`config.mk`:
```
export PLATFORM = sky130hd
export DESIGN_NAME = stream_fifo
export DESIGN_NICKNAME = d
export VERILOG_FILES = /design/src/hw/stream_fifo.sv
export SDC_FILE = /design/constraint.sdc
export NUM_CORES = 1
export LEC_CHECK = 0
export ABC_AREA = 1
export BUFFER_PORTS_ARGS = -buffer_cell sky130_fd_sc_hd__buf_2
export CORE_AREA = 2 2 39 41
export CTS_CLUSTER_SIZE = 16
export DETAILED_ROUTE_END_ITERATION = 16
export DIE_AREA = 0 0 41 43
export PLACE_DENSITY = 0.74
export SLEW_MARGIN = 20
export SYNTH_ARGS = -nofsm -noshare
export SYNTH_HDL_FRONTEND = slang
export SYNTH_SLANG_ARGS = --single-unit
```
`constraint.sdc`:
```
create_clock -name clk -period 2.9 [get_ports clk]
set_clock_uncertainty 0.2 [all_clocks]
set_input_delay 0.29 -clock clk [delete_from_list [all_inputs] [get_ports clk]]
set_output_delay 0.29 -clock clk [all_outputs]
set_load 0.1 [all_outputs]
```
`src/hw/stream_fifo.sv`:
```
`timescale 1ns/10ps

module stream_fifo #(
    parameter type payload_t = logic,
    parameter int  DEPTH     = 4
) (
    input  logic     clk,
    input  logic     rstn,
    input  logic     in_valid,
    output logic     in_ready,
    input  payload_t in_data,
    output logic     out_valid,
    input  logic     out_ready,
    output payload_t out_data
);

    localparam int PTR_W = (DEPTH > 1) ? $clog2(DEPTH) : 1;

    payload_t                 mem [DEPTH];
    logic [PTR_W-1:0]         wr_ptr;
    logic [PTR_W-1:0]         rd_ptr;
    logic [$clog2(DEPTH+1)-1:0] count;
    logic                     push;
    logic                     pop;

    assign in_ready  = (count != DEPTH);
    assign out_valid = (count != '0);
    assign out_data  = mem[rd_ptr];
    assign push      = in_valid && in_ready;
    assign pop       = out_valid && out_ready;

    always_ff @(posedge clk) begin
        if (push) begin
            mem[wr_ptr] <= in_data;
        end
    end

    always_ff @(posedge clk or negedge rstn) begin
        if (!rstn) begin
            wr_ptr <= '0;
            rd_ptr <= '0;
            count  <= '0;
        end else begin
            if (push) begin
                wr_ptr <= (wr_ptr == PTR_W'(DEPTH - 1)) ? '0 : wr_ptr + 1'b1;
            end
            if (pop) begin
                rd_ptr <= (rd_ptr == PTR_W'(DEPTH - 1)) ? '0 : rd_ptr + 1'b1;
            end
            count <= count + push - pop;
        end
    end

    // a write never lands on a slot that still holds unread data.
    a_no_overflow: assert property (@(posedge clk) disable iff (!rstn)
        push && count != '0 |-> wr_ptr != rd_ptr);

endmodule

```
======== Yosys cells after proc, flatten, opt, wreduce, memory -nomap -nowiden ========
Memories as Yosys holds them, arrays and structs flattened.
Index checks and enable logic that the tools add are counted.
word-level totals
  flip-flop bits (word level) ............. 7
  latch bits .............................. 0
  memory bits (writable) .................. 4
  ROM bits ................................ 0
  input port bits ......................... 5
  memories kept ........................... 1
cells by class
  $add $sub $neg .......................... 4
  multiply operators ...................... 0
  div/mod/pow operators ................... 0
  $lt $le $gt $ge ......................... 0
  equal/unequal tests ..................... 3
  shift operators ......................... 0
  mux-type cells .......................... 4
  bitwise logic cells ..................... 0
  reductions and logical operators ........ 3
memory list
  memory  words  width  read ports  clocked after Yosys merged registers in  write ports  line  text
  mem     4      1      1           0                                        1            19    payload_t mem [DEPTH];
operator list
  operator                                       count
  adder 2 x 1 -> 2 bit (second input constant)   2
  equality test 2 bit (second input constant)    2
  two-way mux 2 bit                              2
  adder 3 x 1 -> 3 bit                           1
  inequality test 3 bit (second input constant)  1
  nonzero test 3 bit                             1
  subtractor 3 x 1 -> 3 bit                      1
  logical AND 1 bit                              2
  two-way mux 1 bit                              2

======== Depth between registers and ports, before layout ========
Gate-level depths: netlist of run 1.
  depth in word-level cells ............... 4
  gate-level depth with buffers ........... 12
  mapped depth without buffers ............ 12

======== Worst setup path after synthesis of run 1 ========
No wires, ideal clock.
  kind .................................... register to register
  start ................................... register count[1]
  end ..................................... register count[2]
  setup time .............................. 117 ps
  data arrival time ....................... 2128 ps
  data required time ...................... 2583 ps
  slack ................................... 455 ps
  stages on the path, launching flop included .. 12
  path buffers ............................ 0
  period minus slack after synthesis ...... 2445 ps
  cell sequence ........................... dfrtp_1 nor2_4 nand2_2 nand2_2 inv_1 ha_1 inv_1 ha_1 inv_1 fa_1 nand3_1 nand2_1
on the way
  elaborated cells on any way between the ends .. 6
RTL lines
  what                       line  text
  start, declared            22    logic [$clog2(DEPTH+1)-1:0] count;
  start signal, assigned     50    count <= count + push - pop;
  nonzero test 3 bit         27    assign out_valid = (count != '0);
  via out_valid              12    output logic out_valid,
  logical AND 1 bit          30    assign pop = out_valid && out_ready;
  via pop                    24    logic pop;
  subtractor 3 x 1 -> 3 bit  50
The timed path passes the listed nets, and every way through them passes these cells.
A chain may end at the register's enable or synchronous reset.

======== Worst setup path after layout of run 1 ========
  start ................................... register count[1]
  end ..................................... register count[2]
on the way
  elaborated cells on any way between the ends .. 6
RTL lines
  what                       line
  nonzero test 3 bit         27
  logical AND 1 bit          30
  via pop                    24
  subtractor 3 x 1 -> 3 bit  50
The timed path passes the listed nets, and every way through them passes these cells.

==> results.py, run 1 <==
metrics = {
    "route": {
        "vias": 449,
        "firstDrtPassIters": 4,
        "drc": 0,
        "drt_iter0_markers": 2,
        "wirelength_um": 962,
        "wl_per_cell_um": 9.918,
        "ant_nets": 0,
        "viasPerCell": 4.629,
    },
    "cells_and_area": {
        "final_cell_mix": "inv_1 (15), nand2_1 (12), ha_1 (7), dfrtp_1 (7), buf_2 (7)",
        "drive_gt1_share_pct": 25.93,
        "final_area_um2": 747.0,
        "antennaDiodeCount": 0,
        "final_nets": 95,
        "syn_to_final_growth_pct": 13.93,
        "filler_cell_count": 126,
        "layout_commonest_cell": "inv_1",
    },
    "sta": {
        "finalSetupViolCount": 0,
        "tightest_slew_ps": 482.5,
        "maxSlewHeadroom_pct": 68.05,
        "fin_crit_sh_pct": 74.25,
        "grt_setup_unrepaired": "no",
        "final-max-slew-violation-count": 0,
        "tns_ps": 0,
        "hold_violations": 0,
        "period_minus_slack_ps": 2153,
        "clock.fmax_mhz": 464.4,
    },
    "worst_setup_path": {
        "rrSetupSlack_ps": 750,
        "critical_path_required_ps": 2860,
        "crit_fanout": 4,
        "rr_worst_depth": 11,
        "critical_path.endpoint_type": "flip-flop",
        "rr_endpoint": "count[2]",
        "worstSetupStartpointType": "flip-flop",
        "r2r_start": "count[1]",
        "startpoint": "count[1]",
        "critPathArrivalTime_ps": 2110,
        "endpoint": "count[2]",
        "critical_path_class": "reg -> reg",
    },
    "logic_synthesis": {
        "synth_nets": 82,
        "synth.avg_cell_area_um2": 9.502,
        "netlist_instances": 69,
        "synth_seq_area_share_pct": 45.04,
        "ys_warn_count": 0,
        "ys_types": 16,
        "syn_area_um2": 655.6,
        "ys_ff_latch": 11,
    },
    "die": {
        "initial_utilization_pct": 47.38,
        "core_area_um2": 1384,
        "die_w_um": 41,
        "ioPinCount": 8,
        "rows": 14,
        "die_h_um": 43,
        "die_area_um2": 1763,
    },
    "outcome": {
        "outcome": "completed",
    },
    "hold_path": {
        "hp-class": "in -> reg",
        "holdPathStages": 1,
    },
    "grt": {
        "grt_overflow": 0,
        "grt_pass1_wl_mm": 1.621,
        "antenna_found_initial": 0,
        "grt_pass1_vias": 413,
        "grt_max_degree": 8,
        "grt_usage_pct": 14.11,
    },
    "clock_tree": {
        "htree_levels": 1,
        "clock_latency_ps": 260,
        "clkTransAtPathRegs_ps": 70,
        "cts_setup_buffers": 0,
        "cts_resized": 0,
        "root_buffer": "clkbuf_4",
        "cts_tree": "done",
        "ctsHoldBuffers": 1,
        "cts_buffer_depth": 2,
        "cts_buffers": 3,
        "cts.sinks": 11,
    },
    "job": {
        "maxCapViolCount": 0,
    },
    "placed_design": {
        "placed_cell_area_um2": 710.7,
        "gp_congestion": 0.6745,
        "hpwl_um": 775.2,
        "io_buffers": 7,
    },
}
## flip-flops by register name, indices dropped and copies added (netlist names)
register / cells
count: 3
rd_ptr: 2
mem: 4
wr_ptr: 2
## how the worst min path moves through the flow
stage          slack, ps        end     from
3_5_place_dp         -60  rd_ptr[0]     rstn
5_1_grt               40     mem[2]  in_data
2_1_floorplan       -210   count[0]     rstn
4_1_cts               40     mem[3]  in_data
6_report              50     mem[2]  in_data
3_3_place_gp         -70  rd_ptr[0]     rstn
## per-layer routing
layer,GRT usage [%],wire (um),vias up
li1,-,-,232
met1,16.38,432,206
met4,6.000,12,0
met2,23.44,478,9
met5,0,0,-
met3,3.141,38,2
## worst max-delay path, cell delays in order (launching register included)
cell	delay, ps
dfrtp_1	450
nor2_4	170
nand2_2	90
nand2_2	80
inv_1	50
ha_1	260
inv_1	50
ha_1	130
inv_1	50
fa_1	370
nand3_1	90
nand2_1	50
## cell usage after synthesis
| master | n | area share [%] |
|---|---|---|
| inv_1 | 15 | 8.6 |
| nand2_1 | 12 | 6.9 |
| dfrtp_1 | 7 | 27 |
| ha_1 | 7 | 13 |
| nand2_2 | 6 | 5.7 |
| nand3_1 | 5 | 3.8 |
| edfxtp_1 | 4 | 18 |
| nor2_1 | 4 | 2.3 |
| nor2_2 | 2 | 1.9 |
| a21oi_1 | 1 | 0.76 |
| fa_1 | 1 | 3.1 |
| nand2_4 | 1 | 1.7 |
| nand2_8 | 1 | 3.1 |
| nor2_4 | 1 | 1.7 |
| o211ai_1 | 1 | 1.1 |
| or2_1 | 1 | 0.95 |
## area by class of cell
type	count	area, um^2	area share (%)
Clock buffer	4	26.28	3.518
Multi-Input combinational cell	43	304.0	40.70
Tap cell	16	20.02	2.680
Inverter	15	56.30	7.538
Timing Repair Buffer	8	45.04	6.030
Sequential cell	11	295.3	39.53
## kinds of logic (layout without fill, tap and decap cells)
kind of cell	count (synthesis)	count (layout)	synth area share, %
AO/OA/AOI/OAI	2	2	1.908
flip-flops	11	11	45.04
buffers and inverters	15	27	8.587
adder cells (fa/ha/maj)	8	8	16.41
AND/OR/NAND/NOR	33	33	28.05
## through the flow
step / utilization [%] / worst slack, ps / std cells / hold slack (ps)
finish: 53.98 / 746.7 / 97 / 45.41
global route: 53.98 / 569.5 / 97 / 42.55
CTS: 53.98 / 721.7 / 97 / 39.08
detailed placement: 51.36 / 738.0 / 92 / -58.58
global placement: 51.36 / 767.1 / 92 / -68.64
floorplan: - / 455.1 / 69 / -205.6
Power of run 1 is left out: the tool's default activity adds up to more than one toggle a clock period on the data nets, which glitch-free logic cannot reach.
==> inputs of run 2 (changes only) <==
Clock period 2.9 ns to 2.18 ns, I/O delays scaled along.
==> results.py, run 2 (same netlist as run 1, synthesis figures left out) <==
metrics = {
    "worst_setup_path": {
        "critical_path_class": "reg -> reg",
        "rrSetupSlack_ps": 70,
        "cp_slowest_cell": "fa_2",
        "path_common_cell": "inv_2",
        "worstSetupStartpointType": "flip-flop",
        "path_cells": "nor2_4, nand2_8, nand2_4, inv_2, ha_4, inv_2, ha_4, inv_2, fa_2, inv_1",
        "critical_path_required_ps": 2140,
        "critical_path.endpoint_type": "flip-flop",
        "critPathArrivalTime_ps": 2080,
        "critical-path-top-delay-family": "adder cells",
        "cp_num_buf_inv": 4,
        "max_stage_delay_ps": 510,
        "crit_fanout": 2,
    },
    "cells_and_area": {
        "multi_input_area_um2": 359.1,
        "fin_util_pct": 61.57,
        "largest-register": "mem",
        "filler_cell_count": 118,
        "top_regs": "mem x4, count x3",
        "syn_to_final_growth_pct": 29.96,
        "largest_register_ffs": 4,
        "final_cell_mix": "inv_1 (12), nand2_1 (12), buf_2 (7)",
        "drive_gt1_share_pct": 39.08,
        "ff_latch_area_um2": 297.8,
        "antennaDiodeCount": 0,
        "final_nets": 101,
    },
    "clock_tree": {
        "cts_buffer_depth": 2,
        "cts_buffers": 3,
        "htree_levels": 1,
        "clock_latency_ps": 270,
        "cts.sinks": 11,
        "root_buffer": "clkbuf_4",
        "cts_tree": "done",
        "clkTransAtPathRegs_ps": 70,
    },
    "sta": {
        "clock.fmax_mhz": 473.5,
        "finalSetupViolCount": 0,
        "hold_slack_ps": 42.20,
        "maxSlewHeadroom_pct": 68.05,
        "period_minus_slack_ps": 2112,
        "fin_crit_sh_pct": 96.87,
        "hold_violations": 0,
        "tightest_slew_ps": 482.6,
        "final-max-slew-violation-count": 0,
        "fin_ws_ps": 68.17,
    },
    "die": {
        "initial_utilization_pct": 47.38,
        "rows": 14,
        "ioPinCount": 8,
        "die_h_um": 43,
        "die_area_um2": 1763,
        "core_area_um2": 1384,
        "die_w_um": 41,
    },
    "placed_design": {
        "hpwl_um": 747.4,
        "gp_congestion": 0.7473,
        "dp_slack_ps": 19.72,
        "io_buffers": 7,
    },
    "grt": {
        "grt_usage_pct": 15.49,
        "antenna_found_initial": 0,
        "grt_max_degree": 8,
        "grt_overflow": 0,
        "grt_pass1_vias": 434,
        "grt_pass1_wl_mm": 1.752,
    },
    "job": {
        "maxCapViolCount": 0,
    },
    "route": {
        "wl_met2_um": 453,
        "vias": 449,
        "wl_per_cell_um": 8.903,
        "drc": 0,
        "firstDrtPassIters": 3,
        "viasPerCell": 4.359,
        "wirelength_um": 917,
        "drt_iter0_markers": 4,
        "ant_nets": 0,
        "wl_met3_um": 54,
        "met1_length_um": 387,
        "routed.top_layer": "met4",
    },
    "outcome": {
        "outcome": "completed",
    },
    "hold_path": {
        "hp-class": "in -> reg",
    },
}
run 2: final cells by class:
cell class / count / area share [%]
clock buffer: 4 / 3.084
sequential: 11 / 34.95
timing repair buffer: 14 / 10.87
inverter: 15 / 6.608
tap: 16 / 2.349
multi-input combinational: 43 / 42.14
run 2: through the flow:
step	std cells	TNS [ps]	area, um^2
2_1_floorplan	69	-60.75	711.9
3_3_place_gp	94	0	782.0
3_5_place_dp	94	0	782.0
4_1_cts	100	0	828.3
5_1_grt	103	-6.515	852.1
6_report	103	0	852.1
run 2: worst register-to-register path: cells and delay by family, from the launching register on:
family,cells,cell delay (ps)
buffers and inverters,4,170
DFF,1,430
adders and majority gates,3,830
and+or+nand+nor,3,390
run 2: path summary, 6_finish.rpt:
check	start	depth (start not counted)	end
worst max-delay path	count[1]	10	count[1]
worst min-delay path	out_ready	3	rd_ptr[0]
worst max register to register	count[1]	10	count[1]
worst min register to register	rd_ptr[1]	2	rd_ptr[1]
max in group asynchronous	rstn	2	count[0]
min in group asynchronous	rstn	2	rd_ptr[0]
run 2: routing by layer:
metal,global-route usage [%],vias up
li1,-,245
met1,17.59,191
met2,22.81,9
met3,6.283,4
met4,10.00,0
met5,0,-
run 2: timing repair:
item | 4_1_cts | 5_1_grt
hold buffers | 2 | 0
hold endpoints to repair | 11 | 0
setup endpoints to repair | 0 | 2
resized for setup | 0 | 1
buffers inserted | 0 | 3
Power of run 2 is left out for the same reason.
==> inputs of run 3 (changes only) <==
Settings changed: MAX_ROUTING_LAYER set to met4.
==> results.py, run 3 (same netlist as run 1, synthesis figures left out) <==
metrics = {
    "route": {
        "vias": 449,
        "firstDrtPassIters": 3,
        "drc": 0,
        "wirelength_um": 908,
        "wl_per_cell_um": 8.816,
        "drt_iter0_markers": 4,
        "viasPerCell": 4.359,
        "ant_nets": 0,
    },
    "sta": {
        "hold_slack_ps": 44.81,
        "maxSlewHeadroom_pct": 68.05,
        "period_minus_slack_ps": 2112,
        "final-max-slew-violation-count": 0,
        "fin_crit_sh_pct": 96.87,
        "hold_violations": 0,
        "tightest_slew_ps": 482.6,
        "finalSetupViolCount": 0,
        "clock.fmax_mhz": 473.5,
    },
    "cells_and_area": {
        "syn_to_final_growth_pct": 29.96,
        "largest-register": "mem",
        "top_regs": "mem x4, count x3",
        "multi_input_area_um2": 359.1,
        "antennaDiodeCount": 0,
        "final_nets": 101,
        "ff_latch_area_um2": 297.8,
        "filler_cell_count": 118,
        "drive_gt1_share_pct": 39.08,
        "final_cell_mix": "inv_1 (12), nand2_1 (12), buf_2 (7)",
        "largest_register_ffs": 4,
    },
    "grt": {
        "grt_pass1_vias": 437,
        "grt_pass1_wl_mm": 1.738,
        "grt_usage_pct": 15.56,
        "antenna_found_initial": 0,
        "grt_max_degree": 8,
        "grt_overflow": 0,
    },
    "clock_tree": {
        "clkTransAtPathRegs_ps": 70,
        "cts_buffer_depth": 2,
        "cts_buffers": 3,
        "htree_levels": 1,
        "cts.sinks": 11,
        "cts_tree": "done",
        "clock_latency_ps": 260,
        "root_buffer": "clkbuf_4",
    },
    "worst_setup_path": {
        "crit_fanout": 2,
        "worstSetupStartpointType": "flip-flop",
        "critical_path.endpoint_type": "flip-flop",
        "critPathArrivalTime_ps": 2070,
        "critical_path_required_ps": 2140,
        "critical_path_class": "reg -> reg",
        "rr_worst_depth": 10,
        "rrSetupSlack_ps": 70,
    },
    "job": {
        "maxCapViolCount": 0,
    },
    "die": {
        "die_w_um": 41,
        "core_area_um2": 1384,
        "die_h_um": 43,
        "rows": 14,
        "die_area_um2": 1763,
        "ioPinCount": 8,
        "initial_utilization_pct": 47.38,
    },
    "hold_path": {
        "holdPathStages": 3,
        "hp-class": "in -> reg",
    },
    "placed_design": {
        "gp_congestion": 0.7567,
        "hpwl_um": 747.4,
        "io_buffers": 7,
    },
    "outcome": {
        "outcome": "completed",
    },
}
[run 3: cell counts in the layout (fill, tap and decap cells not counted)]
Identical to the previous run, type by type.
[run 3: final cells by class]
| class | instances | share of cell area (%) |
|---|---|---|
| sequential | 11 | 34.95 |
| clock buffer | 4 | 3.084 |
| timing repair buffer | 14 | 10.87 |
| inverter | 15 | 6.608 |
| multi-input combinational | 43 | 42.14 |
| tap | 16 | 2.349 |
[run 3: worst max-delay path: stages (launching register included)]
cell and delay, ps:
dfrtp_2 430, nor2_4 250, nand2_8 70, nand2_4 70, inv_2 40, ha_4 200, inv_2 60, ha_4 120
inv_2 30, fa_2 510, inv_1 40
[run 3: worst paths after layout]
path                           start   endpoint
max                         count[1]   count[1]
min                        out_ready  rd_ptr[0]
max reg2reg                 count[1]   count[1]
min reg2reg                rd_ptr[1]  rd_ptr[1]
max in group asynchronous       rstn   count[0]
min in group asynchronous       rstn  rd_ptr[0]
[run 3: metal layers]
layer	global-route usage [%]	wire, um
met1	17.59	388
met2	22.81	454
met3	4.712	46
met4	10.00	19
met5	-	0
[run 3: per-stage QoR]
step                instance area [um^2]  std cells  utilization [%]  setup TNS (ps)  worst slack (ps)
finish                             852.1        103            61.57               0             68.28
global route                       852.1        103            61.57          -6.516            -6.516
CTS                                828.3        100            59.86               0             8.266
detailed placement                 782.0         94            56.51               0             19.72
global placement                   782.0         94            56.51               0             70.32
floorplan                          711.9         69                -          -60.75            -60.75
[run 3: repair_timing]
action                                  in CTS  in global routing
endpoints found under the setup margin       0                  2
gates resized for setup                      0                  1
setup buffers                                0                  3
endpoints found under the hold margin       11                  0
hold buffers                                 2                  0
Power of run 3 is left out for the same reason.
