--- src/common/render_pkg.sv ---
package render_pkg;

    // ==============================
    // sizes
    // ==============================
    localparam int MAX_MODELS      = 8;
    localparam int MODEL_ID_W      = 3;
    localparam int MAX_INSTANCES   = 16;
    localparam int INST_ADDR_W     = 4;
    localparam int MAX_TRIANGLES   = 64;
    localparam int TRI_ADDR_W      = 6;
    localparam int TRI_CNT_W       = 7;
    localparam int FRAC_BITS       = 8;
    localparam int INST_FIFO_DEPTH = 2;
    localparam int OUT_FIFO_DEPTH  = 4;

    // ==============================
    // geometry types
    // ==============================
    // q8.8 signed fixed point.
    typedef logic signed [15:0] coord_t;

    typedef struct packed {
        coord_t x;
        coord_t y;
        coord_t z;
    } vertex_t;

    typedef struct packed {
        vertex_t v0;
        vertex_t v1;
        vertex_t v2;
    } triangle_t;

    // m[row][col], col 0..2 multiplies x, y, z.
    typedef struct packed {
        coord_t [2:0][2:0] m;
        coord_t [2:0]      t;
    } transform_t;

    typedef struct packed {
        logic [MODEL_ID_W-1:0] model_id;
        transform_t            xf;
    } model_instance_t;

    // count must be nonzero.
    typedef struct packed {
        logic [TRI_ADDR_W-1:0] base;
        logic [TRI_CNT_W-1:0]  count;
    } model_entry_t;

    typedef struct packed {
        triangle_t triangle;
        logic      triangle_last;
        logic      model_last;
    } tri_out_t;

    // ==============================
    // transform rule
    // ==============================
    function automatic coord_t vtx_coord(vertex_t v, int i);
        case (i)
            0:       return v.x;
            1:       return v.y;
            default: return v.z;
        endcase
    endfunction

    function automatic vertex_t tri_vertex(triangle_t t, int i);
        case (i)
            0:       return t.v0;
            1:       return t.v1;
            default: return t.v2;
        endcase
    endfunction

    // sum in 34 bits, shift back to q8.8 and wrap to 16 bits.
    function automatic coord_t xf_finish(logic signed [31:0] p0, p1, p2, coord_t t);
        logic signed [33:0] acc;
        acc = p0 + p1 + p2 + (34'(t) <<< FRAC_BITS);
        return coord_t'(acc >>> FRAC_BITS);
    endfunction

    function automatic vertex_t xf_apply(transform_t xf, vertex_t v);
        logic signed [31:0] p [3];
        coord_t             c [3];
        for (int r = 0; r < 3; r++) begin
            for (int k = 0; k < 3; k++) begin
                p[k] = xf.m[r][k] * vtx_coord(v, k);
            end
            c[r] = xf_finish(p[0], p[1], p[2], xf.t[r]);
        end
        return '{x: c[0], y: c[1], z: c[2]};
    endfunction

endpackage

--- src/hw/scene_reader/scene_reader.sv ---
`timescale 1ns/10ps

module scene_reader import render_pkg::*; (
    input  logic                  clk,
    input  logic                  rstn,
    input  logic                  start,

    input  logic                  inst_valid,
    input  logic                  inst_last,
    input  model_instance_t       inst_data,
    output logic                  inst_ready,

    output logic                  req_valid,
    output logic [MODEL_ID_W-1:0] req_model,
    output logic [TRI_CNT_W-1:0]  req_index,
    input  logic                  req_ready,

    input  logic                  tri_valid,
    input  logic                  tri_last,
    input  triangle_t             tri_data,
    output logic                  tri_ready,

    output logic                  pair_valid,
    output triangle_t             pair_tri,
    output transform_t            pair_xf,
    output logic                  pair_tri_last,
    output logic                  pair_model_last,
    input  logic                  pair_ready,

    output logic                  done
);

    typedef enum logic [1:0] {
        IDLE,
        FETCH,
        STREAM
    } state_t;

    state_t          state;
    model_instance_t cur_inst;
    logic            cur_last;
    logic [1:0]      outstanding;
    logic            req_fire;
    logic            tri_fire;

    assign req_fire = req_valid && req_ready;
    assign tri_fire = tri_valid && tri_ready;

    assign inst_ready = (state == FETCH);

    // next request only once the previous triangle leaves and was not the last.
    assign req_valid = (state == STREAM) &&
                       (outstanding == 2'd0 || (tri_fire && !tri_last));
    assign req_model = cur_inst.model_id;

    // triangles pass straight through, tagged with the instance transform.
    assign pair_valid      = tri_valid;
    assign pair_tri        = tri_data;
    assign pair_xf         = cur_inst.xf;
    assign pair_tri_last   = tri_last;
    assign pair_model_last = cur_last;
    assign tri_ready       = pair_ready;

    always_ff @(posedge clk or negedge rstn) begin
        if (!rstn) begin
            state       <= IDLE;
            outstanding <= 2'd0;
            req_index   <= '0;
            done        <= 1'b0;
        end else begin
            done        <= 1'b0;
            outstanding <= outstanding + 2'(req_fire) - 2'(tri_fire);
            case (state)
                IDLE: begin
                    if (start) begin
                        state <= FETCH;
                    end
                end
                FETCH: begin
                    if (inst_valid) begin
                        req_index <= '0;
                        state     <= STREAM;
                    end
                end
                STREAM: begin
                    if (req_fire) begin
                        req_index <= req_index + 1'b1;
                    end
                    if (tri_fire && tri_last) begin
                        if (cur_last) begin
                            state <= IDLE;
                            done  <= 1'b1;
                        end else begin
                            state <= FETCH;
                        end
                    end
                end
                default: begin
                    state <= IDLE;
                end
            endcase
        end
    end

    always_ff @(posedge clk) begin
        if (inst_valid && inst_ready) begin
            cur_inst <= inst_data;
            cur_last <= inst_last;
        end
    end

    // nothing left in flight once a model is finished.
    a_no_req_idle: assert property (@(posedge clk) disable iff (!rstn)
        state != STREAM |-> outstanding == 2'd0 && !tri_valid);

endmodule

--- config.mk ---
export PLATFORM = sky130hd
export DESIGN_NAME = scene_reader
export DESIGN_NICKNAME = d
export VERILOG_FILES = /design/src/common/render_pkg.sv /design/src/hw/scene_reader/scene_reader.sv
export SDC_FILE = /design/constraint.sdc
export NUM_CORES = 1
export LEC_CHECK = 0
export ABC_CLOCK_PERIOD_IN_PS = 6500
export BUFFER_PORTS_ARGS = -buffer_cell sky130_fd_sc_hd__buf_2
export CORE_AREA = 2 2 270 272
export CTS_CLUSTER_DIAMETER = 30
export DETAILED_ROUTE_END_ITERATION = 12
export DIE_AREA = 0 0 272 274
export GPL_TIMING_DRIVEN = 0
export SETUP_SLACK_MARGIN = 0.05
export SLEW_MARGIN = 20
export SYNTH_ARGS = -nofsm -noshare
export SYNTH_HDL_FRONTEND = slang
export SYNTH_SLANG_ARGS = --single-unit
--- constraint.sdc ---
create_clock -name clk -period 6.5 [get_ports clk]
set_input_delay 1.625 -clock clk [delete_from_list [all_inputs] [get_ports clk]]
set_output_delay 1.625 -clock clk [all_outputs]
set_load 0.01 [all_outputs]
# Word level (Yosys, flattened, before mapping)
# Index checks and enable logic that the tools add are counted.
[totals]
mem_count = 0
out_inout_bits = 353
ff_bits = 208
ram_bits = 0
rom_bits = 0
in_bits = 348
latchBits = 0
[op_classes]
reduce_logical = 13
bitwise = 0
shifts = 0
muxes = 11
div = 0
n_addsub = 3
n_mul = 0
eq_ne = 6
n_lt_le_gt_ge = 0
[op_table]
columns = ["operator", "count"]
rows = [
  ["7-bit two-way mux", 2],
  ["7-bit one-hot mux with 2 select lines", 1],
  ["7-bit by 1-bit adder with 7-bit output, second input constant", 1],
  ["1-bit logical AND", 6],
  ["2-bit two-way mux", 3],
  ["2-bit inequality test, second input constant", 3],
  ["2-bit one-hot mux with 3 select lines", 1],
  ["3-bit AND reduction", 2],
  ["2-bit zero test", 2],
  ["1-bit two-way mux", 4],
  ["2-bit by 1-bit adder with 2-bit output", 1],
  ["2-bit by 1-bit equality test with 1-bit output, second input constant", 1],
  ["2-bit equality test, second input constant", 1],
  ["2-bit by 1-bit inequality test with 1-bit output, second input constant", 1],
  ["2-bit nonzero test", 1],
  ["2-bit by 1-bit subtractor with 2-bit output", 1],
  ["1-bit zero test", 1],
  ["1-bit logical OR", 1],
]

# Longest topological paths before layout
# Gate-level depths: netlist of the first run.
[depth]
ltp_word = 7
mapped_depth = 8

# Worst setup path after synthesis of the first run
# OpenSTA, ideal clock, no wires.
[synth_path]
path_kind = "in2reg"
startpoint = "input port inst_valid"
endpoint = "register cur_last, in the netlist pair_model_last, enable pin"
setup_time_ns = 0.548
path_stages = 2
arrival_time_ns = 5.514
slack_ns = 0.438
cell_sequence = "nand2_1 > inv_1"
[synth_between]
elab_chain_cells = 1
[synth_rtl]
columns = ["item", "line", "rtl"]
rows = [
  ["start: declaration", "scene_reader.sv:8", "input logic inst_valid,"],
  ["1-bit logical AND", "scene_reader.sv:106", "if (inst_valid && inst_ready) begin"],
  ["end signal: assignment", "scene_reader.sv:108", "cur_last <= inst_last;"],
  ["end: declaration", "scene_reader.sv:41", "logic cur_last;"],
]
# Every way passes these cells.
# A chain may end at the register's enable or synchronous reset.

# Worst setup path in the final report of the first run
[layout_path]
startpoint = "input port tri_valid"
endpoint = "output port req_valid"
[layout_between]
elab_chain_cells = 4
[layout_rtl]
columns = ["item", "line", "rtl"]
rows = [
  ["start: declaration", "scene_reader.sv:18", "input logic tri_valid,"],
  ["1-bit logical AND", "scene_reader.sv:47", "assign tri_fire = tri_valid && tri_ready;"],
  ["1-bit logical AND", "scene_reader.sv:53", "(outstanding == 2'd0 || (tri_fire && !tri_last));"],
  ["1-bit logical OR", "scene_reader.sv:53", ""],
  ["1-bit logical AND", "scene_reader.sv:52", "assign req_valid = (state == STREAM) &&"],
  ["end: declaration", "scene_reader.sv:13", "output logic req_valid,"],
]
# Every way passes these cells.

==> key figures, run 1 <==
Die
  • Starting Density: 0.1059
  • Die Y: 274 µm
  • Io pins: 701
  • Num rows: 99
  • Core footprint: 71,970 µm²
  • Die W: 272 µm
  • DIE AREA: 74,530 µm²

Power and ir drop
  • Pint: around 3.7 mW
  • Seq pwr share: 0.355
  • Leak: 5.962 nW
  • Clock power share: 0.507
  • VDD IR max: 0.2653 mV
  • Psw: 1.410 mW
  • Combinational Power Share: 0.138
  • Cell Pwr Density: roughly 380 nW/µm²
  • Sw frac: 0.2742

Layout
  • Layout cell share with drive strength beyond 1: 0.7542
  • Fin nets: 1,374
  • Area delta synth->final: 77.39%
  • Post-layout utilization of the core: 0.1878
  • Design area: 13,510 µm²

Placement
  • RD Place Congestion: 0.7565
  • Final HPWL DP: 20,210 µm
  • Buffers on Ports: 556
  • Placed cell area: around 12,000 µm²

Route
  • Via count: 5,547
  • Residual DRC count: 0
  • DR WL/cell: 12.50 µm
  • Drt total wl: between 20,000 and 30,000 µm
  • Vias/cell: 2.731
  • Drt pass-1 iters: 4
  • DRT antenna net count: 0
  • Iter 0 DRT Violations: 195

Clocking
  • H-tree depth: 2
  • Worst-path clk slew: around 0.040 ns
  • Worst skew pair latency: 0.59 ns
  • Post_cts resized: 0
  • CTS root buf: clkbuf_16
  • Clock Tree Buf Depth: 3
  • Post-CTS setup buffers: 0
  • CTS tree: built
  • Number of buffers created by CTS: 56
  • Hold Buf Count CTS: 0
  • Sink Count: 208

Timing
  • Hold Vio Cnt, Final: 0
  • Setup TNS: 0 ns
  • Skew final: 0.01961 ns
  • Final hold slack: 0.4601 ns
  • Final setup violation count: 0
  • Min Tclk post-route: 3.888 ns
  • RSZ-0062 raised after global routing: no
  • Fin. max-slew vios: 0
  • Slew margin rel.: 0.6151
  • F_max: 257.2 MHz
  • Measured slew at the worst slew-check pin: 0.5773 ns
  • Crit share post-route: 0.5982

Critical path
  • Critical path class: input pin to output pin
  • CP Data Arrival Time: about 2.3 ns
  • Worst EP required: about 4.9 ns
  • Crit-path leading delay family: buffers and inverters
  • Crit start category: input pin
  • Max incr delay on CP: ~0.2 ns
  • WP buf/inv: 2
  • Critical-path cell list: buf_2, and3b_1, o21a_1, buf_2
  • Worst-path fanout max: 4
  • Cell mode on critical path: buf_2
  • Crit path max-delay cell type: and3b_1
  • Setup crit end kind: output pin

Global route
  • Antenna violations before repair: 11
  • Pin count of the biggest net entering global routing: 99
  • Overall Global Routing Usage: 0.06099
  • Grt met2 use: 0.09365
  • Grt peak-use layer: met2
  • First-pass GRT wire length: around 33,000 µm
  • Vias in the first global route: ~5,200
  • GRT overflow: 0
  • Grt met3 use: 0.03801
  • Global-route track usage on met1: 0.06567

Status
  • Status: finished, final reports clean

Yosys
  • Cell area after synthesis: 7619 µm²
  • Sequential-to-total area share from yosys stat: 0.8120
  • Ys Warns: 0
  • FFs w/ async S/R, synth: 0.05769
  • Flops & latches, synth: approximately 210
  • Syn Area/Cell: around 19 µm²
  • Number of flops mapped to enable cells by yosys: around 200
  • Main flop type after synthesis: edfxtp_1
  • Syn Nets: 758
  • Distinct cells, synth: 27
  • Mapped Cells: 407

Worst hold path
  • Worst hold path class: flop to flop

Run
  • Max Cap Viol: 0
worst register-to-register path, cell delays in order, from the launching register on:
cell and delay (ns):
dfrtp_1 0.39, and2b_2 0.25, nand2_1 0.21, inv_8 0.27, buf_16 0.38
flip-flops by register name, indices dropped and copies added (netlist names):
name / count
pair_xf: 192
pair_model_last: 1
state: 2
done: 1
req_model: 3
req_index: 7
outstanding: 2
power groups by stage:
stage / Combinational [mW] / Sequential, mW / Clock (mW)
global placement: 0.698 / 1.92 / 0
global route: 0.775 / 1.84 / 2.75
finish: 0.709 / 1.83 / 2.61
CTS: 0.729 / 1.83 / 2.68
floorplan: 0.232 / 1.98 / 0
detailed placement: 0.729 / 1.85 / 0
per-layer routing:
layer / vias to the layer above / wire (µm)
met4: 8 / 779
met5: - / 50
met1: 2475 / 8926
li1: 2601 / -
met3: 60 / 4046
met2: 403 / 11580
area by class of cell:
class	count	area [µm²]
inverters	4	22.52
fillers	7840	58450
plain buffers	147	1104
clock inverters	46	432.9
repair buffers	558	2838
flip-flops and latches	208	6186
clock buffers	59	1413
well taps	959	1200
multi-input cells	48	314.1
diodes	2	5.005
cell usage after synthesis, types with 3 or more instances:
master    instances  area, µm²
edfxtp_1        196       5886
buf_4           147       1104
dfrtp_1          12      300.3
nand2_1           8      30.03
nand3_1           6      30.03
a21oi_1           3      15.01
a31oi_1           3      18.77
ha_1              3      37.54
inv_1             3      11.26
nor2_1            3      11.26
path summary, 6_finish.rpt:
kind,from,endpoint,slack [ns],cells after the start
setup / recovery,tri_valid,req_valid,2.61,4
hold / removal,state[0],state[0],0.46,1
setup reg to reg,state[1],pair_xf[132],4.48,4
hold reg to reg,state[0],state[0],0.46,1
max in group asynchronous,rstn,outstanding[1],5.35,1
min in group asynchronous,rstn,req_index[5],0.93,1
per-stage QoR:
stage	instances	worst slack, ns	power (mW)
after floorplan	407	0.4385	2.214
after global placement	1922	-1.740	2.619
after detailed placement	1924	2.617	2.576
after CTS	2029	2.614	5.239
after global routing	2029	2.593	5.369
final	2031	2.612	5.141
cell families after synthesis:
logic type,Yosys count,share of synthesized area
XOR/XNOR,2,0.002300
buffers and inverters,151,0.1468
flip-flops,208,0.8120
AO/OA/AOI/OAI,13,0.01265
AND/OR/NAND/NOR,29,0.02004
multiplexers,1,0.001314
adder cells (fa/ha/maj),3,0.004927
cells in the final DEF, fill, tap and decap left out, drive strengths merged, types with 3 or more instances in the layout:
master    instances
inv              17
buf             705
a21oi             3
a31oi             3
ha                3
clkbuf           59
clkinvlp          5
dfrtp            12
nor2              3
and3              4
edfxtp          196
clkinv           26
nand2             8
nand3             6
(Power assumes the default switching activity.)
==> run 2: changes to the inputs <==
- ABC_CLOCK_PERIOD_IN_PS: 6500 -> 4100
- clock period: 6.5 -> 4.1 ns (I/O delays scaled with it)
==> key figures, run 2 (synthesized netlist as in run 1, its figures left out) <==
Status
  • Status: finished, final reports clean

Timing
  • Final setup violation count: 0
  • Setup ws final: roughly 1.4 ns
  • Fin. max-slew vios: 0
  • Slew margin rel.: 0.7723
  • Skew final: 0.02618 ns
  • Min Tclk post-route: roughly 2.7 ns
  • RSZ-0062 raised after global routing: no
  • Hold Vio Cnt, Final: 0
  • Crit share post-route: 0.6578
  • Measured slew at the worst slew-check pin: 0.3408 ns
  • F_max: approximately 370 MHz

Route
  • Drt total wl: 26,090 µm
  • Iter 0 DRT Violations: 205
  • Vias/cell: roughly 2.8
  • Residual DRC count: 0
  • WL met3: 4605 µm
  • DR WL/cell: around 13 µm
  • Via count: ~5,600
  • DRT antenna net count: 0
  • Met2 WL post-DR: 11,380 µm
  • Met1 WL: 9108 µm
  • Drt pass-1 iters: 4
  • Max Used Layer: met5

Placement
  • Placed insts: 1,928
  • Final HPWL DP: ~21,000 µm
  • Buffers on Ports: about 560
  • RD Place Congestion: 0.7814
  • Pre-CTS WS: approximately 1.4 ns

Layout
  • Post-layout utilization of the core: 0.1888
  • Max reg flops: around 190
  • Layout cell share with drive strength beyond 1: 0.7554
  • Fill cells: 7,829
  • Final cell count without fillers: between 2,000 and 2,500
  • Commonest non-fill, non-tap cell in the layout: buf_2
  • Most frequent cells in the layout: buf_2 (556), edfxtp_1 (196), buf_4 (147), clkbuf_16 (52), dfrtp_1 (12)
  • Fin nets: between 1,000 and 1,500
  • Reg area: 6186 µm²
  • Multi-input logic area: 330.3 µm²
  • Area delta synth->final: 78.31%

Global route
  • First-pass GRT wire length: 33,550 µm
  • Antenna violations before repair: 17
  • Pin count of the biggest net entering global routing: 36
  • Vias in the first global route: 5,259
  • Overall Global Routing Usage: 0.06232
  • GRT overflow: 0

Die
  • Num rows: 99
  • Starting Density: 0.1059
  • DIE AREA: 74,530 µm²
  • Die Y: around 270 µm
  • Core footprint: 71,970 µm²
  • Io pins: 701
  • Die W: 272 µm

Clocking
  • Clock Tree Buf Depth: 3
  • CTS root buf: clkbuf_16
  • Number of buffers created by CTS: 52
  • Worst skew pair latency: 0.57 ns
  • Sink Count: 208
  • Hold Buf Count CTS: 0
  • Post-CTS setup buffers: 0
  • Post_cts resized: 0
  • CTS tree: built
  • Worst-path clk slew: 0.04 ns
  • H-tree depth: 2

Critical path
  • CP startpoint: tri_valid
  • Max incr delay on CP: 0.20 ns
  • CP Data Arrival Time: 1.67 ns
  • Setup crit end kind: output pin
  • Worst EP required: between 3 and 4 ns
  • Crit start category: input pin
  • Cell mode on critical path: buf_2
  • Critical path class: input pin to output pin
  • Reg2reg start: state[1]
  • Crit path max-delay cell type: and3b_1
  • Worst-path fanout max: 4
  • Critical-path cell list: buf_2, and3b_1, o21a_1, buf_2

Power and ir drop
  • Leak: between 5 and 6 nW
  • VDD IR max: between 0.3 and 0.4 mV
  • Cell Pwr Density: 607.6 nW/µm²

Run
  • Max Cap Viol: 0

Worst hold path
  • Worst hold path class: input pin to asynchronous set/reset pin
-- run 2: cell count changes in the layout (fill, tap and decap cells not counted), sizes merged --
cell / before / now
bufinv: 2 / 8
inv: 17 / 11
clkbuf: 59 / 54
clkinv: 26 / 21
buf: 705 / 709
clkinvlp: 5 / 8
-- run 2: layer usage --
layer | track usage | vias to the layer above
li1 | - | 2599
met1 | 0.06627 | 2535
met2 | 0.08929 | 402
met3 | 0.04790 | 74
met4 | 0.03152 | 14
met5 | 0 | -
-- run 2: worst max-delay path, delay by kind of cell --
| family | cells | cell delay [ns] |
|---|---|---|
| compound gates | 1 | 0.19 |
| buf+inv | 2 | 0.25 |
| simple gates | 1 | 0.20 |
-- run 2: layout make-up --
type	count	area share
antenna	2	0.0003684
clock inverter	44	0.03896
clock buffer	54	0.09634
multi-input combinational	48	0.02432
sequential	208	0.4554
inverter	4	0.001382
buffer	147	0.08124
timing repair buffer	562	0.2137
tap	959	0.08833
-- run 2: through the flow --
step	area (µm²)	hold slack (ns)	power [mW]	setup TNS, ns
2_1_floorplan	7639	0.4310	3.496	-54.66
3_3_place_gp	11620	0.4556	4.122	-401.94
3_5_place_dp	11740	0.4571	4.122	0
4_1_cts	13580	0.3178	8.408	0
5_1_grt	13580	0.3403	8.603	0
6_report	13580	0.3508	8.254	0
-- run 2: where the power goes --
group | switching [mW] | internal, mW | leakage, nW | total, mW
Sequential | 0.120 | 2.77 | 1.96 | 2.89
Clock | 1.34 | 2.85 | 0.878 | 4.19
Combinational | 0.678 | 0.498 | 3.13 | 1.18
Total | 2.13 | 6.12 | 5.97 | 8.25
-- run 2: path summary, 6_finish.rpt --
kind / end / slack [ns] / depth (start not counted)
worst max-delay path: req_valid / 1.40 / 4
worst min-delay path: done / 0.35 / 1
worst max register to register: pair_xf[175] / 1.95 / 6
worst min register to register: state[0] / 0.47 / 1
max in group asynchronous: req_index[0] / 3.54 / 1
min in group clk: state[0] / 0.47 / 1
==> run 3: changes to the inputs <==
- ABC_CLOCK_PERIOD_IN_PS: 4100 -> 2800
- clock period: 4.1 -> 2.8 ns (I/O delays scaled with it)
==> key figures, run 3 (synthesized netlist as in run 1, its figures left out) <==
Power and ir drop
  • Cell Pwr Density: just under 900 nW/µm²
  • VDD IR max: between 0.4 and 0.5 mV
  • Combinational Power Share: 0.142
  • Leak: 5.977 nW
  • Seq pwr share: 0.350
  • Psw: 3.127 mW
  • Sw frac: 0.2587
  • Pint: about 9 mW
  • Overall Power: between 10 and 15 mW
  • Clock power share: 0.507

Critical path
  • Worst-path fanout max: 7
  • CP Data Arrival Time: 1.58 ns
  • Crit path max-delay cell type: dfrtp_1
  • Crit start category: flop
  • FF-to-FF setup slack: 0.65 ns
  • Critical path class: flop to output pin
  • Worst EP required: 2.10 ns
  • Setup crit end kind: output pin
  • Critical-path cell list: and2b_1, o21a_1, buf_2
  • Max incr delay on CP: 0.38 ns
  • FF-to-FF path depth: 6
  • Reg2reg start: state[1]
  • FF-to-FF End: pair_xf[175]

Die
  • Die Y: 274 µm
  • Die W: 272 µm
  • Num rows: 99
  • Io pins: 701
  • Core footprint: 71,970 µm²
  • DIE AREA: 74,530 µm²
  • Starting Density: 0.1059

Timing
  • Hold Vio Cnt, Final: 0
  • Setup ws final: 0.5220 ns
  • Min Tclk post-route: around 2.3 ns
  • Skew final: between 0.02 and 0.03 ns
  • Fin. max-slew vios: 0
  • Final setup violation count: 0
  • Slew margin rel.: 0.7723
  • RSZ-0062 raised after global routing: no
  • Measured slew at the worst slew-check pin: ~0.34 ns
  • F_max: about 440 MHz
  • Crit share post-route: 0.8136

Worst hold path
  • Cell count of the worst hold path: 1
  • Worst hold path class: input pin to flop
  • Hold Path Sink: pair_xf[32]
  • Hold path start: inst_data[32]

Layout
  • Design area: 13,590 µm²
  • Area delta synth->final: 78.44%
  • Layout cell share with drive strength beyond 1: 0.7547
  • Most frequent cells in the layout: buf_2 (556), edfxtp_1 (196), buf_4 (147), clkbuf_16 (52), dfrtp_1 (12)
  • Fin nets: 1,375
  • Max reg flops: 192
  • Commonest non-fill, non-tap cell in the layout: buf_2

Placement
  • Buffers on Ports: about 560
  • Pre-CTS WS: between 0.4 and 0.5 ns
  • RD Place Congestion: 0.7814
  • Final HPWL DP: 21,070 µm
  • Placed cell area: 11,740 µm²

Clocking
  • Sink Count: 208
  • Worst skew pair latency: 0.57 ns
  • CTS root buf: clkbuf_16
  • Number of buffers created by CTS: 52
  • CTS tree: built
  • Post-CTS setup buffers: 0
  • Post_cts resized: 0
  • Clock Tree Buf Depth: 3
  • Worst-path clk slew: 0.05 ns
  • H-tree depth: 2

Route
  • Iter 0 DRT Violations: 200
  • Residual DRC count: 0
  • DRT antenna net count: 0
  • Drt pass-1 iters: 4
  • Drt total wl: 26,090 µm
  • Via count: 5,633
  • DR WL/cell: 12.86 µm
  • Vias/cell: 2.776

Run
  • Max Cap Viol: 0

Global route
  • Pin count of the biggest net entering global routing: 36
  • First-pass GRT wire length: 33,540 µm
  • Overall Global Routing Usage: 0.06230
  • GRT overflow: 0
  • Antenna violations before repair: 17
  • Vias in the first global route: roughly 5,300

Status
  • Status: finished, final reports clean
run 3: per-stage QoR:
stage	util	hold WS (ns)	TNS, ns	std cells
6_report	0.1889	0.3023	0	2029
5_1_grt	0.1888	0.2533	0	2027
4_1_cts	0.1888	0.2505	0	2027
3_5_place_dp	0.1631	0.4571	0	1928
3_3_place_gp	0.1615	0.4556	-593.04	1922
2_1_floorplan	-	0.4044	-245.76	407
run 3: final cells by class:
cell class                      instances  area [µm²]
Buffer                                147        1104
Multi-Input combinational cell         48       330.3
Fill cell                            7828       58370
Tap cell                              959        1200
Inverter                                4       18.77
Antenna cell                            2       5.005
Clock inverter                         44       529.3
Clock buffer                           54        1309
Timing Repair Buffer                  563        2913
Sequential cell                       208        6186
run 3: routing by layer:
metal  track usage  vias to the layer above  share of wire
met2       0.08929                      402           0.44
li1              -                     2600              -
met3       0.04790                       74           0.18
met4       0.03152                       14          0.035
met1       0.06622                     2543           0.35
met5             0                        -         0.0035
run 3: power groups by stage:
stage / clock network, mW / registers, mW / logic, mW
6_report: 6.13 / 4.24 / 1.72
3_5_place_dp: 0 / 4.28 / 1.76
4_1_cts: 6.31 / 4.24 / 1.76
3_3_place_gp: 0 / 4.40 / 1.63
5_1_grt: 6.45 / 4.28 / 1.86
2_1_floorplan: 0 / 4.56 / 0.556
run 3: how the worst max path moves through the flow:
stage	depth (start not counted)	end	slack (ns)	from
4_1_cts	3	req_valid	0.47	state[0]
6_report	3	req_valid	0.52	state[0]
3_5_place_dp	6	pair_xf[37]	0.46	inst_valid
3_3_place_gp	3	pair_xf[126]	-3.04	inst_valid
2_1_floorplan	2	pair_model_last	-1.25	inst_valid
5_1_grt	3	req_valid	0.44	state[0]
run 3: what timing repair did:
| action | CTS | global route |
|---|---|---|
| hold endpoints to repair | 12 | 0 |
| setup endpoints to repair | 0 | 0 |
| hold buffers | 1 | 0 |
run 3: worst max-delay path: cells and delay by family (launching register included):
kind / cells / cell delay, ns
flip-flops: 1 / 0.38
AO/OA/AOI/OAI: 1 / 0.17
AND/OR/NAND/NOR: 1 / 0.36
buffers and inverters: 1 / 0.12
